<file path="src/logic/phx_params.svh">
`ifndef PHX_PARAMS_SVH
`define PHX_PARAMS_SVH

// ====================
// Word and field widths
// ====================
`define PHX_INSN_W 40
`define PHX_IMM_W 64
// 6-bit register number with the vector bit on top
`define PHX_REG_W 7

// ====================
// Field positions in the 40-bit word
// ====================
`define PHX_OPC_LO 0
`define PHX_OPC_HI 5
`define PHX_RT_LO 6
`define PHX_RA_LO 13
`define PHX_RB_LO 20
`define PHX_RC_LO 27
`define PHX_FUNC_LO 27
`define PHX_IMM16_LO 20
`define PHX_PREC_LO 37
`define PHX_CALL_RT_LO 6
`define PHX_CALL_TGT_LO 8
`define PHX_PFX_IMM_LO 6
`define PHX_PFX_PREC_LO 38

// Stack pointer and link register numbers
`define PHX_SP_REG 31
`define PHX_SP_BASE 60
`define PHX_LINK_BASE 48

`endif

</file>
<file path="src/logic/phxPkg.sv">
`include "phx_params.svh"

package phxPkg;

	// Register specifier, vector bit is the MSB
	typedef struct packed {
		logic vec;
		logic [`PHX_REG_W-2:0] num;
	} regSpec_t;

	// ====================
	// Major opcodes
	// ====================
	typedef enum logic [5:0] {
		OP_NOP   = 6'h00,
		OP_R2    = 6'h02,
		OP_ADDI  = 6'h04,
		OP_SUBFI = 6'h05,
		OP_ANDI  = 6'h08,
		OP_ORI   = 6'h09,
		OP_XORI  = 6'h0A,
		OP_CMPI  = 6'h0B,
		OP_CALL  = 6'h10,
		OP_BSR   = 6'h11,
		OP_RET   = 6'h12,
		OP_Bcc   = 6'h14,
		OP_FMA   = 6'h20,
		OP_FMS   = 6'h21,
		OP_FNMA  = 6'h22,
		OP_FNMS  = 6'h23,
		OP_LDB   = 6'h28,
		OP_LDBU  = 6'h29,
		OP_LDW   = 6'h2A,
		OP_LDWU  = 6'h2B,
		OP_LDT   = 6'h2C,
		OP_STB   = 6'h30,
		OP_STW   = 6'h31,
		OP_STT   = 6'h32,
		OP_PFX   = 6'h3F
	} opcode_e;

	// ====================
	// R2 function codes
	// ====================
	typedef enum logic [5:0] {
		ADD   = 6'h04,
		SUB   = 6'h05,
		AND   = 6'h08,
		OR    = 6'h09,
		XOR   = 6'h0A,
		CMP   = 6'h0B,
		SLL   = 6'h10,
		SRL   = 6'h11,
		SRA   = 6'h12,
		LDBX  = 6'h28,
		LDBUX = 6'h29,
		LDWX  = 6'h2A,
		LDWUX = 6'h2B,
		LDTX  = 6'h2C,
		STBX  = 6'h30,
		STWX  = 6'h31,
		STTX  = 6'h32
	} func_e;

	typedef enum logic [1:0] {
		PRC16  = 2'd0,
		PRC32  = 2'd1,
		PRC64  = 2'd2,
		PRC128 = 2'd3
	} prec_e;

	// Memory access size, VECT for vector element stepping
	typedef enum logic [1:0] {
		BYT   = 2'd0,
		WYDE  = 2'd1,
		TETRA = 2'd2,
		VECT  = 2'd3
	} memSize_e;

endpackage

</file>
<file path="src/logic/phxDecoder.sv">
`include "phx_params.svh"

module phxDecoder (
	input  logic clk,
	input  logic rstN,
	input  logic inValid,
	input  logic [`PHX_INSN_W-1:0] insn,
	input  logic [`PHX_INSN_W-1:0] pfx,
	input  logic [2:0] spSel,
	output logic outValid,
	output phxPkg::regSpec_t ra,
	output phxPkg::regSpec_t rb,
	output phxPkg::regSpec_t rc,
	output phxPkg::regSpec_t rt,
	output logic hasRa,
	output logic hasRb,
	output logic hasRc,
	output logic hasRt,
	output logic rfWr,
	output logic vrfWr,
	output logic isVector,
	output logic needSteps,
	output phxPkg::memSize_e memSize,
	output logic [`PHX_IMM_W-1:0] imm,
	output phxPkg::prec_e prec,
	output logic isLoad,
	output logic isStore,
	output logic loadUnsigned,
	output logic isBranch,
	output logic isCall,
	output logic multiCycle
);
	import phxPkg::*;

	logic isLoadDec, isStoreDec, loadReg, loadIdx, storeReg, storeIdx;
	logic loadUnsignedDec, isBranchDec, isCallDec, multiCycleDec;
	memSize_e baseSize, memSizeDec;
	prec_e precDec;
	regSpec_t raDec, rbDec, rcDec, rtDec;
	logic hasRaDec, hasRbDec, hasRcDec, hasRtDec;
	logic rfWrDec, vrfWrDec, isVectorDec, needStepsDec;
	logic [`PHX_IMM_W-1:0] immDec;

	// ====================
	// Decoders
	// ====================
	phxOpClassDecode uOpClass (
		.insn(insn), .pfx(pfx),
		.isLoad(isLoadDec), .isStore(isStoreDec),
		.loadReg(loadReg), .loadIdx(loadIdx),
		.storeReg(storeReg), .storeIdx(storeIdx),
		.loadUnsigned(loadUnsignedDec), .isBranch(isBranchDec),
		.isCall(isCallDec), .multiCycle(multiCycleDec),
		.baseSize(baseSize), .prec(precDec)
	);

	phxRegSpecDecode uRegSpec (
		.insn(insn), .spSel(spSel),
		.isBranch(isBranchDec), .isStore(isStoreDec), .isCall(isCallDec),
		.isLoad(isLoadDec), .loadIdx(loadIdx), .storeIdx(storeIdx),
		.storeReg(storeReg), .loadReg(loadReg), .baseSize(baseSize),
		.ra(raDec), .rb(rbDec), .rc(rcDec), .rt(rtDec),
		.hasRa(hasRaDec), .hasRb(hasRbDec), .hasRc(hasRcDec), .hasRt(hasRtDec),
		.rfWr(rfWrDec), .vrfWr(vrfWrDec), .isVector(isVectorDec),
		.needSteps(needStepsDec), .memSize(memSizeDec)
	);

	phxImmDecode uImm (.insn(insn), .pfx(pfx), .imm(immDec));

	// ====================
	// Output stage
	// ====================
	always_ff @(posedge clk) begin
		if (!rstN) begin
			outValid <= 1'b0;
			rfWr <= 1'b0;
			vrfWr <= 1'b0;
			isLoad <= 1'b0;
			isStore <= 1'b0;
		end else begin
			outValid <= inValid;
			if (inValid) begin
				rfWr <= rfWrDec;
				vrfWr <= vrfWrDec;
				isLoad <= isLoadDec;
				isStore <= isStoreDec;
			end
		end
	end

	// Fields hold until the next accepted word
	always_ff @(posedge clk) begin
		if (inValid) begin
			ra <= raDec;
			rb <= rbDec;
			rc <= rcDec;
			rt <= rtDec;
			hasRa <= hasRaDec;
			hasRb <= hasRbDec;
			hasRc <= hasRcDec;
			hasRt <= hasRtDec;
			isVector <= isVectorDec;
			needSteps <= needStepsDec;
			memSize <= memSizeDec;
			imm <= immDec;
			prec <= precDec;
			loadUnsigned <= loadUnsignedDec;
			isBranch <= isBranchDec;
			isCall <= isCallDec;
			multiCycle <= multiCycleDec;
		end
	end

endmodule

</file>
<file path="src/logic/phxImmDecode.sv">
`include "phx_params.svh"

module phxImmDecode (
	input  logic [`PHX_INSN_W-1:0] insn,
	input  logic [`PHX_INSN_W-1:0] pfx,
	output logic [`PHX_IMM_W-1:0] imm
);
	import phxPkg::*;

	opcode_e opc;
	logic pfxValid;
	logic [15:0] imm16;
	logic [31:0] target;
	logic [31:0] pfxImm;

	assign opc = opcode_e'(insn[`PHX_OPC_HI:`PHX_OPC_LO]);
	assign pfxValid = opcode_e'(pfx[`PHX_OPC_HI:`PHX_OPC_LO]) == OP_PFX;
	assign imm16 = insn[`PHX_IMM16_LO +: 16];
	assign target = insn[`PHX_CALL_TGT_LO +: 32];
	assign pfxImm = pfx[`PHX_PFX_IMM_LO +: 32];

	always_comb begin
		case (opc)
			// Immediate, displacement and branch forms
			OP_ADDI, OP_SUBFI, OP_ANDI, OP_ORI, OP_XORI, OP_CMPI, OP_RET,
			OP_LDB, OP_LDBU, OP_LDW, OP_LDWU, OP_LDT,
			OP_STB, OP_STW, OP_STT, OP_Bcc:
				imm = {{(`PHX_IMM_W-16){imm16[15]}}, imm16};
			OP_CALL, OP_BSR:
				imm = {{(`PHX_IMM_W-32){1'b0}}, target};
			default:
				imm = '0;
		endcase
		// Prefix supplies the upper bits
		if (pfxValid)
			imm[`PHX_IMM_W-1:16] = {{(`PHX_IMM_W-48){pfxImm[31]}}, pfxImm};
	end

endmodule

</file>
<file path="src/logic/phxOpClassDecode.sv">
`include "phx_params.svh"

module phxOpClassDecode (
	input  logic [`PHX_INSN_W-1:0] insn,
	input  logic [`PHX_INSN_W-1:0] pfx,
	output logic isLoad,
	output logic isStore,
	output logic loadReg,
	output logic loadIdx,
	output logic storeReg,
	output logic storeIdx,
	output logic loadUnsigned,
	output logic isBranch,
	output logic isCall,
	output logic multiCycle,
	output phxPkg::memSize_e baseSize,
	output phxPkg::prec_e prec
);
	import phxPkg::*;

	opcode_e opc;
	func_e fn;
	logic pfxValid;
	logic precFromField;

	assign opc = opcode_e'(insn[`PHX_OPC_HI:`PHX_OPC_LO]);
	assign fn = func_e'(insn[`PHX_FUNC_LO +: $bits(func_e)]);
	assign pfxValid = opcode_e'(pfx[`PHX_OPC_HI:`PHX_OPC_LO]) == OP_PFX;

	// ====================
	// Class and size
	// ====================
	always_comb begin
		loadReg = 1'b0;
		loadIdx = 1'b0;
		storeReg = 1'b0;
		storeIdx = 1'b0;
		multiCycle = 1'b0;
		precFromField = 1'b0;
		baseSize = TETRA;
		case (opc)
			OP_R2:
				case (fn)
					ADD, SUB, AND, OR, XOR, CMP, SLL, SRL, SRA:
						precFromField = 1'b1;
					LDBX, LDBUX: begin
						loadIdx = 1'b1;
						baseSize = BYT;
					end
					LDWX, LDWUX: begin
						loadIdx = 1'b1;
						baseSize = WYDE;
					end
					LDTX:
						loadIdx = 1'b1;
					STBX: begin
						storeIdx = 1'b1;
						baseSize = BYT;
					end
					STWX: begin
						storeIdx = 1'b1;
						baseSize = WYDE;
					end
					STTX:
						storeIdx = 1'b1;
					default: ;
				endcase
			OP_ADDI, OP_SUBFI, OP_ANDI, OP_ORI, OP_XORI, OP_CMPI:
				precFromField = 1'b1;
			OP_FMA, OP_FMS, OP_FNMA, OP_FNMS:
				multiCycle = 1'b1;
			OP_LDB, OP_LDBU: begin
				loadReg = 1'b1;
				baseSize = BYT;
			end
			OP_LDW, OP_LDWU: begin
				loadReg = 1'b1;
				baseSize = WYDE;
			end
			OP_LDT:
				loadReg = 1'b1;
			OP_STB: begin
				storeReg = 1'b1;
				baseSize = BYT;
			end
			OP_STW: begin
				storeReg = 1'b1;
				baseSize = WYDE;
			end
			OP_STT:
				storeReg = 1'b1;
			default: ;
		endcase
	end

	assign isLoad = loadReg | loadIdx;
	assign isStore = storeReg | storeIdx;
	assign loadUnsigned = (opc == OP_LDBU) || (opc == OP_LDWU) ||
		(opc == OP_R2 && (fn == LDBUX || fn == LDWUX));
	assign isBranch = opc == OP_Bcc;
	assign isCall = (opc == OP_CALL) || (opc == OP_BSR);

	// Prefix precision wins over the instruction's own field
	always_comb begin
		if (pfxValid)
			prec = prec_e'(pfx[`PHX_PFX_PREC_LO +: $bits(prec_e)]);
		else if (precFromField)
			prec = prec_e'(insn[`PHX_PREC_LO +: $bits(prec_e)]);
		else
			prec = PRC32;
	end

endmodule

</file>
<file path="src/logic/phxRegSpecDecode.sv">
`include "phx_params.svh"

module phxRegSpecDecode (
	input  logic [`PHX_INSN_W-1:0] insn,
	input  logic [2:0] spSel,
	input  logic isBranch,
	input  logic isStore,
	input  logic isCall,
	input  logic isLoad,
	input  logic loadIdx,
	input  logic storeIdx,
	input  logic storeReg,
	input  logic loadReg,
	input  phxPkg::memSize_e baseSize,
	output phxPkg::regSpec_t ra,
	output phxPkg::regSpec_t rb,
	output phxPkg::regSpec_t rc,
	output phxPkg::regSpec_t rt,
	output logic hasRa,
	output logic hasRb,
	output logic hasRc,
	output logic hasRt,
	output logic rfWr,
	output logic vrfWr,
	output logic isVector,
	output logic needSteps,
	output phxPkg::memSize_e memSize
);
	import phxPkg::*;

	opcode_e opc;
	func_e fn;
	logic [1:0] link;
	logic isFma;
	logic wrClass;
	regSpec_t raFld, rbFld, rcFld, rtFld;
	regSpec_t rcSel, rtSel;

	// Scalar r31 maps onto one of r60..r63 for the selected mode
	function automatic regSpec_t spRemap(input regSpec_t r, input logic [2:0] sel);
		regSpec_t res;
		res = r;
		if (!r.vec && r.num == 6'(`PHX_SP_REG) && sel >= 3'd1 && sel <= 3'd4)
			res.num = 6'(`PHX_SP_BASE - 1) + 6'(sel);
		return res;
	endfunction

	assign opc = opcode_e'(insn[`PHX_OPC_HI:`PHX_OPC_LO]);
	assign fn = func_e'(insn[`PHX_FUNC_LO +: $bits(func_e)]);
	assign link = insn[`PHX_CALL_RT_LO +: 2];
	assign isFma = opc inside {OP_FMA, OP_FMS, OP_FNMA, OP_FNMS};

	assign raFld = regSpec_t'(insn[`PHX_RA_LO +: `PHX_REG_W]);
	assign rbFld = regSpec_t'(insn[`PHX_RB_LO +: `PHX_REG_W]);
	assign rcFld = regSpec_t'(insn[`PHX_RC_LO +: `PHX_REG_W]);
	assign rtFld = regSpec_t'(insn[`PHX_RT_LO +: `PHX_REG_W]);

	// ====================
	// Target selection
	// ====================
	always_comb begin
		case (opc)
			OP_R2:
				case (fn)
					ADD, SUB, AND, OR, XOR, CMP, SLL, SRL, SRA: wrClass = 1'b1;
					default: wrClass = isLoad;
				endcase
			OP_ADDI, OP_SUBFI, OP_ANDI, OP_ORI, OP_XORI, OP_CMPI,
			OP_FMA, OP_FMS, OP_FNMA, OP_FNMS, OP_RET:
				wrClass = 1'b1;
			default: wrClass = isLoad;
		endcase
	end

	always_comb begin
		if (wrClass)
			rtSel = rtFld;
		else if (isCall && link != 2'd0)
			rtSel = '{vec: 1'b0, num: 6'(`PHX_LINK_BASE) + 6'(link)};
		else
			rtSel = '0;
	end

	// Branches and stores carry their data register in the Rt slot
	assign rcSel = (isBranch | isStore) ? rtFld : rcFld;

	assign ra = spRemap(raFld, spSel);
	assign rb = spRemap(rbFld, spSel);
	assign rc = spRemap(rcSel, spSel);
	assign rt = spRemap(rtSel, spSel);

	always_comb begin
		vrfWr = wrClass & rtFld.vec;
		rfWr = (wrClass & ~rtFld.vec) | (isCall & (link != 2'd0));
		// r0 is hardwired
		if (rt.num == '0)
			rfWr = 1'b0;
	end

	assign hasRa = (opc != OP_PFX) && !isCall;
	assign hasRb = (opc == OP_R2) || isFma;
	assign hasRc = isBranch | isStore | isFma;
	assign hasRt = opc != OP_PFX;

	assign isVector = (hasRt & rt.vec) | (hasRa & ra.vec) | (hasRb & rb.vec) | (hasRc & rc.vec);

	always_comb begin
		if ((hasRa & ra.vec) | (hasRt & rt.vec) | ((loadIdx | storeIdx) & hasRb & rb.vec))
			memSize = VECT;
		else
			memSize = baseSize;
	end

	// Register-form access with a scalar base walks no elements
	assign needSteps = (memSize == VECT) && !((loadReg | storeReg) && !ra.vec);

endmodule

</file>
<file path="config.mk">
export PLATFORM = sky130hd
export DESIGN_NAME = phxDecoder
export DESIGN_NICKNAME = d
export VERILOG_FILES = /design/src/logic/phxPkg.sv /design/src/logic/phxDecoder.sv /design/src/logic/phxImmDecode.sv /design/src/logic/phxOpClassDecode.sv /design/src/logic/phxRegSpecDecode.sv
export VERILOG_INCLUDE_DIRS = /design/src /design/src/logic
export SDC_FILE = /design/constraint.sdc
export NUM_CORES = 1
export LEC_CHECK = 0
export ABC_AREA = 0
export BUFFER_PORTS_ARGS = -buffer_cell sky130_fd_sc_hd__clkbuf_2
export CORE_MARGIN = 3
export CORE_UTILIZATION = 44
export DETAILED_ROUTE_END_ITERATION = 12
export PLACE_DENSITY = 0.82
export SYNTH_ARGS = -nofsm -noshare
export SYNTH_HDL_FRONTEND = slang
export SYNTH_SLANG_ARGS = --single-unit
export TNS_END_PERCENT = 1
</file>
<file path="constraint.sdc">
create_clock -name clk -period 2.3 [get_ports clk]
set_clock_uncertainty 0.15 [all_clocks]
set_input_delay 0.46 -clock clk [delete_from_list [all_inputs] [get_ports clk]]
set_output_delay 0.46 -clock clk [all_outputs]
set_load 0.005 [all_outputs]
</file>
# Yosys cells after proc, flatten, opt, wreduce, memory -nomap -nowiden
# Cells that the tools add are included.
# op_classes
add_sub_neg	2
order_cmp	2
n_eq_ne	47
n_mux	26
n_bitwise	21
reduce_logical	45
# ops
cell	count
$pmux W64 S2	1
$eq A6 B6 Y1 const B	21
$eq A6 B5 Y1 const B	11
$eq A6 B4 Y1 const B	8
$mux W48	1
$mux W6	5
$eq A6 B3 Y1 const B	4
$reduce_or A3 Y1	6
$logic_and A1 B1 Y1	17
$reduce_or A16 Y1	1
$mux W7	2
$or A1 B1 Y1	11
$reduce_or A11 Y1	1
$mux W1	10
$reduce_or A5 Y1	2
$and A1 B1 Y1	9
$reduce_or A9 Y1	1
$add A5 B3 Y6 const A	1
$eq A6 B2 Y1 const B	1
$logic_not A1 Y1	6
$logic_not A6 Y1	1
$mux W2	3
$ne A6 B6 Y1 const B	1
$pmux W2 S3	1
other kinds (13)	18
# totals
ff_bits	111
out_inout_bits	111

# Logic depth before layout (Yosys ltp)
# depth
word_depth	15
ltp_mapped	10
mapped_depth_nobuf	10

# Hierarchy
# Synthesis repeated with hierarchy kept, for this count alone.
# unflattened
hier_cells	471
area_unflattened_um2	5451.5
# modules_own_cells
mod	n_inst	cells_per_inst	area_each_um2
phxDecoder	1	121	3367.0
phxRegSpecDecode	1	146	895.9
phxImmDecode	1	145	837.1
phxOpClassDecode	1	59	351.6

# Worst setup path after synthesis
# OpenSTA, ideal clock, no wires.
# synth_path
kind	input -> register
start	in spSel[0]
end	reg ra[0] (netlist bit), data pin
arrival_time_ns	1.915
path_slack_ns	-0.019
stages	9
n_path_buf	1
cell_sequence	inv_1 ha_1 inv_1 ha_1 or2_1 buf_2 nor4_1 nand2_1 o21a_1
# synth_rtl
element	line_no	text
start, declared	phxDecoder.sv:9	input logic [2:0] spSel,
end signal, assigned	phxDecoder.sv:94	ra <= raDec;
end, declared	phxDecoder.sv:11	output phxPkg::regSpec_t ra,

# Final worst setup path
# layout_path
start	in spSel[0]
end	reg rfWr
# layout_via
elab_chain_cells	6
word_cells_on_any_way	8
classes_between	add/sub: 1; order compare: 2; mux: 2; reduce/logical: 3
# layout_rtl
element	line_no	text
$ge A3 B1 Y1	phxRegSpecDecode.sv:43	if (!r.vec && r.num == 6'(`PHX_SP_REG) && sel >= 3'd1 && sel <= 3'd4)
$logic_and A1 B1 Y1 (2 in a row)	phxRegSpecDecode.sv:43	
$mux W6 *	phxRegSpecDecode.sv:43	
$logic_not A6 Y1 *	phxRegSpecDecode.sv:96	if (rt.num == '0)
$mux W1 *	phxRegSpecDecode.sv:96	
end signal, assigned	phxDecoder.sv:83	rfWr <= rfWrDec;
end, declared	phxDecoder.sv:19	output logic rfWr,
# Mark *: on every way between the ends. The rest lies on a longest branch, timed or not.
# A chain may end at the register's enable or synchronous reset.

==> flow_metrics.env <==
export IMPL_htreeDepth=3
export IMPL_antenna_found_initial=0
export IMPL_clock_latency_ns=0.37
export IMPL_yosys_cell_count_top_type="edfxtp_1"
export IMPL_synth_edf_count=90
export IMPL_grt_pass1_vias=3755
export IMPL_drv_slew=0
export IMPL_grt_usage_pct=22.56
export IMPL_wirelength_um=13960
export IMPL_ys_flop_type="edfxtp_1"
export IMPL_cts_inserted_buffers=9
export IMPL_p_seq_share_pct=54.6
export IMPL_use_met1_pct=28.13
export IMPL_antenna_left=0
export IMPL_async_flop_share_pct=0
export IMPL_crit_chain="clkbuf_2, inv_1, ha_1, inv_1, ha_1, or2_1, o21ai_1, and4_1, o221ai_1, o31a_1"
export IMPL_p_sw_share_pct=25.57
export IMPL_final_util_pct=60.33
export IMPL_setup_viol=0
export IMPL_final_area_um2=6256
export IMPL_ys_seq_area_share_pct=59.43
export IMPL_drt_initial_drc_count=338
export IMPL_slowest_delay_ns=0.35
export IMPL_clk_pin_slew_worst_paths_ns=0.09
export IMPL_clockPowerShare_pct=28.9
export IMPL_critPathArrivalTime_ns=2.24
export IMPL_syn_to_final_growth_pct=32.66
export IMPL_cp_top_family="compound AO/OA/AOI/OAI gates"
export IMPL_final_cells=738
export IMPL_floorplan_initialDensity_pct=45.48
export IMPL_worstSetupPathType="input pin to flop"
export IMPL_die_height_um=109.5
export IMPL_die_area_um2=12000
export IMPL_finalNetCount=687
export IMPL_viasPerCell=5.541
export IMPL_yosysTopAreaCell="edfxtp_1"
export IMPL_critPathRequiredTime_ns=2.42
export IMPL_p_comb_share_pct=16.5
export IMPL_status="completed"
export IMPL_post_place_ws_ns=-0.2657
export IMPL_grt_pass1_wl_um=20240
export IMPL_worst_hold_slack_ns=0.1999
export IMPL_clock_sinks=95
export IMPL_grt_overflow_total=0
export IMPL_cts_root_buf="clkbuf_8"
export IMPL_tns_ns=0
export IMPL_cp_num_buf_inv=3
export IMPL_fin_crit_ns=2.119
export IMPL_drive_gt1_share_pct=46.68
export IMPL_synth_warnings=0
export IMPL_avgSynthCellArea_um2=12.54
export IMPL_fmax_mhz=472.0
export IMPL_holdBufCountCts=0
export IMPL_ys_seq_elements=95
export IMPL_worstMarginPinSlew_ns=0.4525
export IMPL_grt_util_met2_pct=38.54
export IMPL_cp_slowest_cell="or2_1"
export IMPL_crit_path_start_kind="input pin"
export IMPL_switching_power_uw=980.0
export IMPL_grt_max_degree=36
export IMPL_slew_headroom_pct=69.51
export IMPL_hp_class="input pin to flop"
export IMPL_dr_pass1_iters=5
export IMPL_fin_crit_sh_pct=92.11
export IMPL_busiest_layer="met2"
export IMPL_wl_per_cell_um=18.92
export IMPL_drc_errors=0
export IMPL_total_power_mw=3.833
export IMPL_vias=4089
export IMPL_rows=37
export IMPL_grt_setup_unrepaired="no"
export IMPL_fp_coreArea_um2=10370
export IMPL_ioPinCount=197
export IMPL_synth_cell_types=61
export IMPL_cts_buffer_depth=2
export IMPL_dp_cells=722
export IMPL_synth_top_area_share_pct=57.31
export IMPL_dpl_cell_area_um2=6067
export IMPL_synth_nets=466
export IMPL_power_density_nw_per_um2=612.7
export IMPL_setup_slack_ns=0.1815
export IMPL_netlist_top_cells_count="90 x edfxtp_1, 23 x nand2_1, 19 x a21o_1"
export IMPL_synth_area_leaders="edfxtp_1 57%, a221o_1 3.4%, a22o_1 3.3%"
export IMPL_p_int_mw=2.853
export IMPL_p_leak_nw=2.874
export IMPL_gp_congestion=0.9121
export IMPL_grt_use_met3_pct=4.874
export IMPL_die_x_um=109.5
export IMPL_cts_tree="yes"
export IMPL_io_buffers=196
export IMPL_maxCapViolCount=0
export IMPL_finalHoldViolCount=0
export IMPL_syn_area_um2=4716
export IMPL_end_kind="flop"
export IMPL_dp_hpwl_um=10770
export IMPL_ir_drop_mv=0.2727
export IMPL_worstPathMaxFanout=8
export IMPL_synthCells=376
export IMPL_num_antenna_cells=0
-- power groups by stage --
stage	clock network (mW)	registers, mW	logic (mW)
detailed placement	0	2.14	0.632
global placement	0	2.13	0.623
global route	1.19	2.11	0.692
CTS	1.11	2.10	0.635
finish	1.11	2.09	0.633
floorplan	0	2.14	0.240
-- final timing paths --
path,start,to,slack (ns),cells after the start
setup / recovery,spSel[0],rfWr,0.18,10
hold / removal,rstN,vrfWr,0.20,2
setup reg to reg,rfWr,rfWr,1.30,3
hold reg to reg,isLoad,isLoad,0.35,1
-- worst register-to-register path: cells and delay by family, from the launching register on --
kind                   cells  cell delay, ns
DFF                        1            0.34
AOI/OAI and AO/OA          2            0.36
buffers and inverters      1            0.05
-- layout by cell type, fill, tap and decap left out, types with 3 or more instances in the layout --
cell      count
clkbuf_2    195
edfxtp_1     90
buf_4        55
nand2_1      23
a21o_1       19
a22o_1       18
inv_1        17
o21ai_0      17
a221o_1      16
a21oi_1      13
nor2_1       12
clkbuf_8      9
mux2i_1       7
nand4_1       6
nand2b_1      5
a21boi_0      5
dfxtp_1       5
nor2b_1       4
nand3_1       4
o21ai_1       4
nor3_1        4
a31oi_1       4
o21a_1        4
ha_1          4
nor3b_1       3
nand4b_1      3
and2_1        3
buf_12        3
-- logic make-up after synthesis --
family,count (synthesis),synth area share [%]
compound gates,120,19.34
flops,95,59.43
simple gates,90,11.33
buf+inv,60,7.349
mux,7,1.486
fa+ha+maj,4,1.061
-- cell type report --
type,instances,area [µm²]
clock buffers,11,131.4
clock inverters,5,57.56
fillers,883,4114
inverters,17,63.81
multi-input cells,221,1582
flip-flops and latches,95,2803
well taps,136,170.2
repair buffers,253,1449
-- per-layer routing --
layer,part of all wire [%],up-vias
met5,0,-
li1,-,1879
met3,9.1,28
met4,2.2,0
met1,39,1939
met2,50,243
-- flip-flops by register name (all words and copies together) (netlist names) --
name / count
needSteps: 1
prec: 2
isVector: 1
loadUnsigned: 1
hasRb: 1
vrfWr: 1
ra: 7
hasRt: 1
rb: 7
hasRc: 1
isLoad: 1
rc: 7
hasRa: 1
isBranch: 1
imm: 48
isCall: 1
multiCycle: 1
outValid: 1
rfWr: 1
isStore: 1
memSize: 2
rt: 7
-- what timing repair did --
item,in CTS,in global routing
setup buffers,0,0
setup endpoints to repair,0,1
resized for setup,0,1
Power figures use the tool's default switching activity.
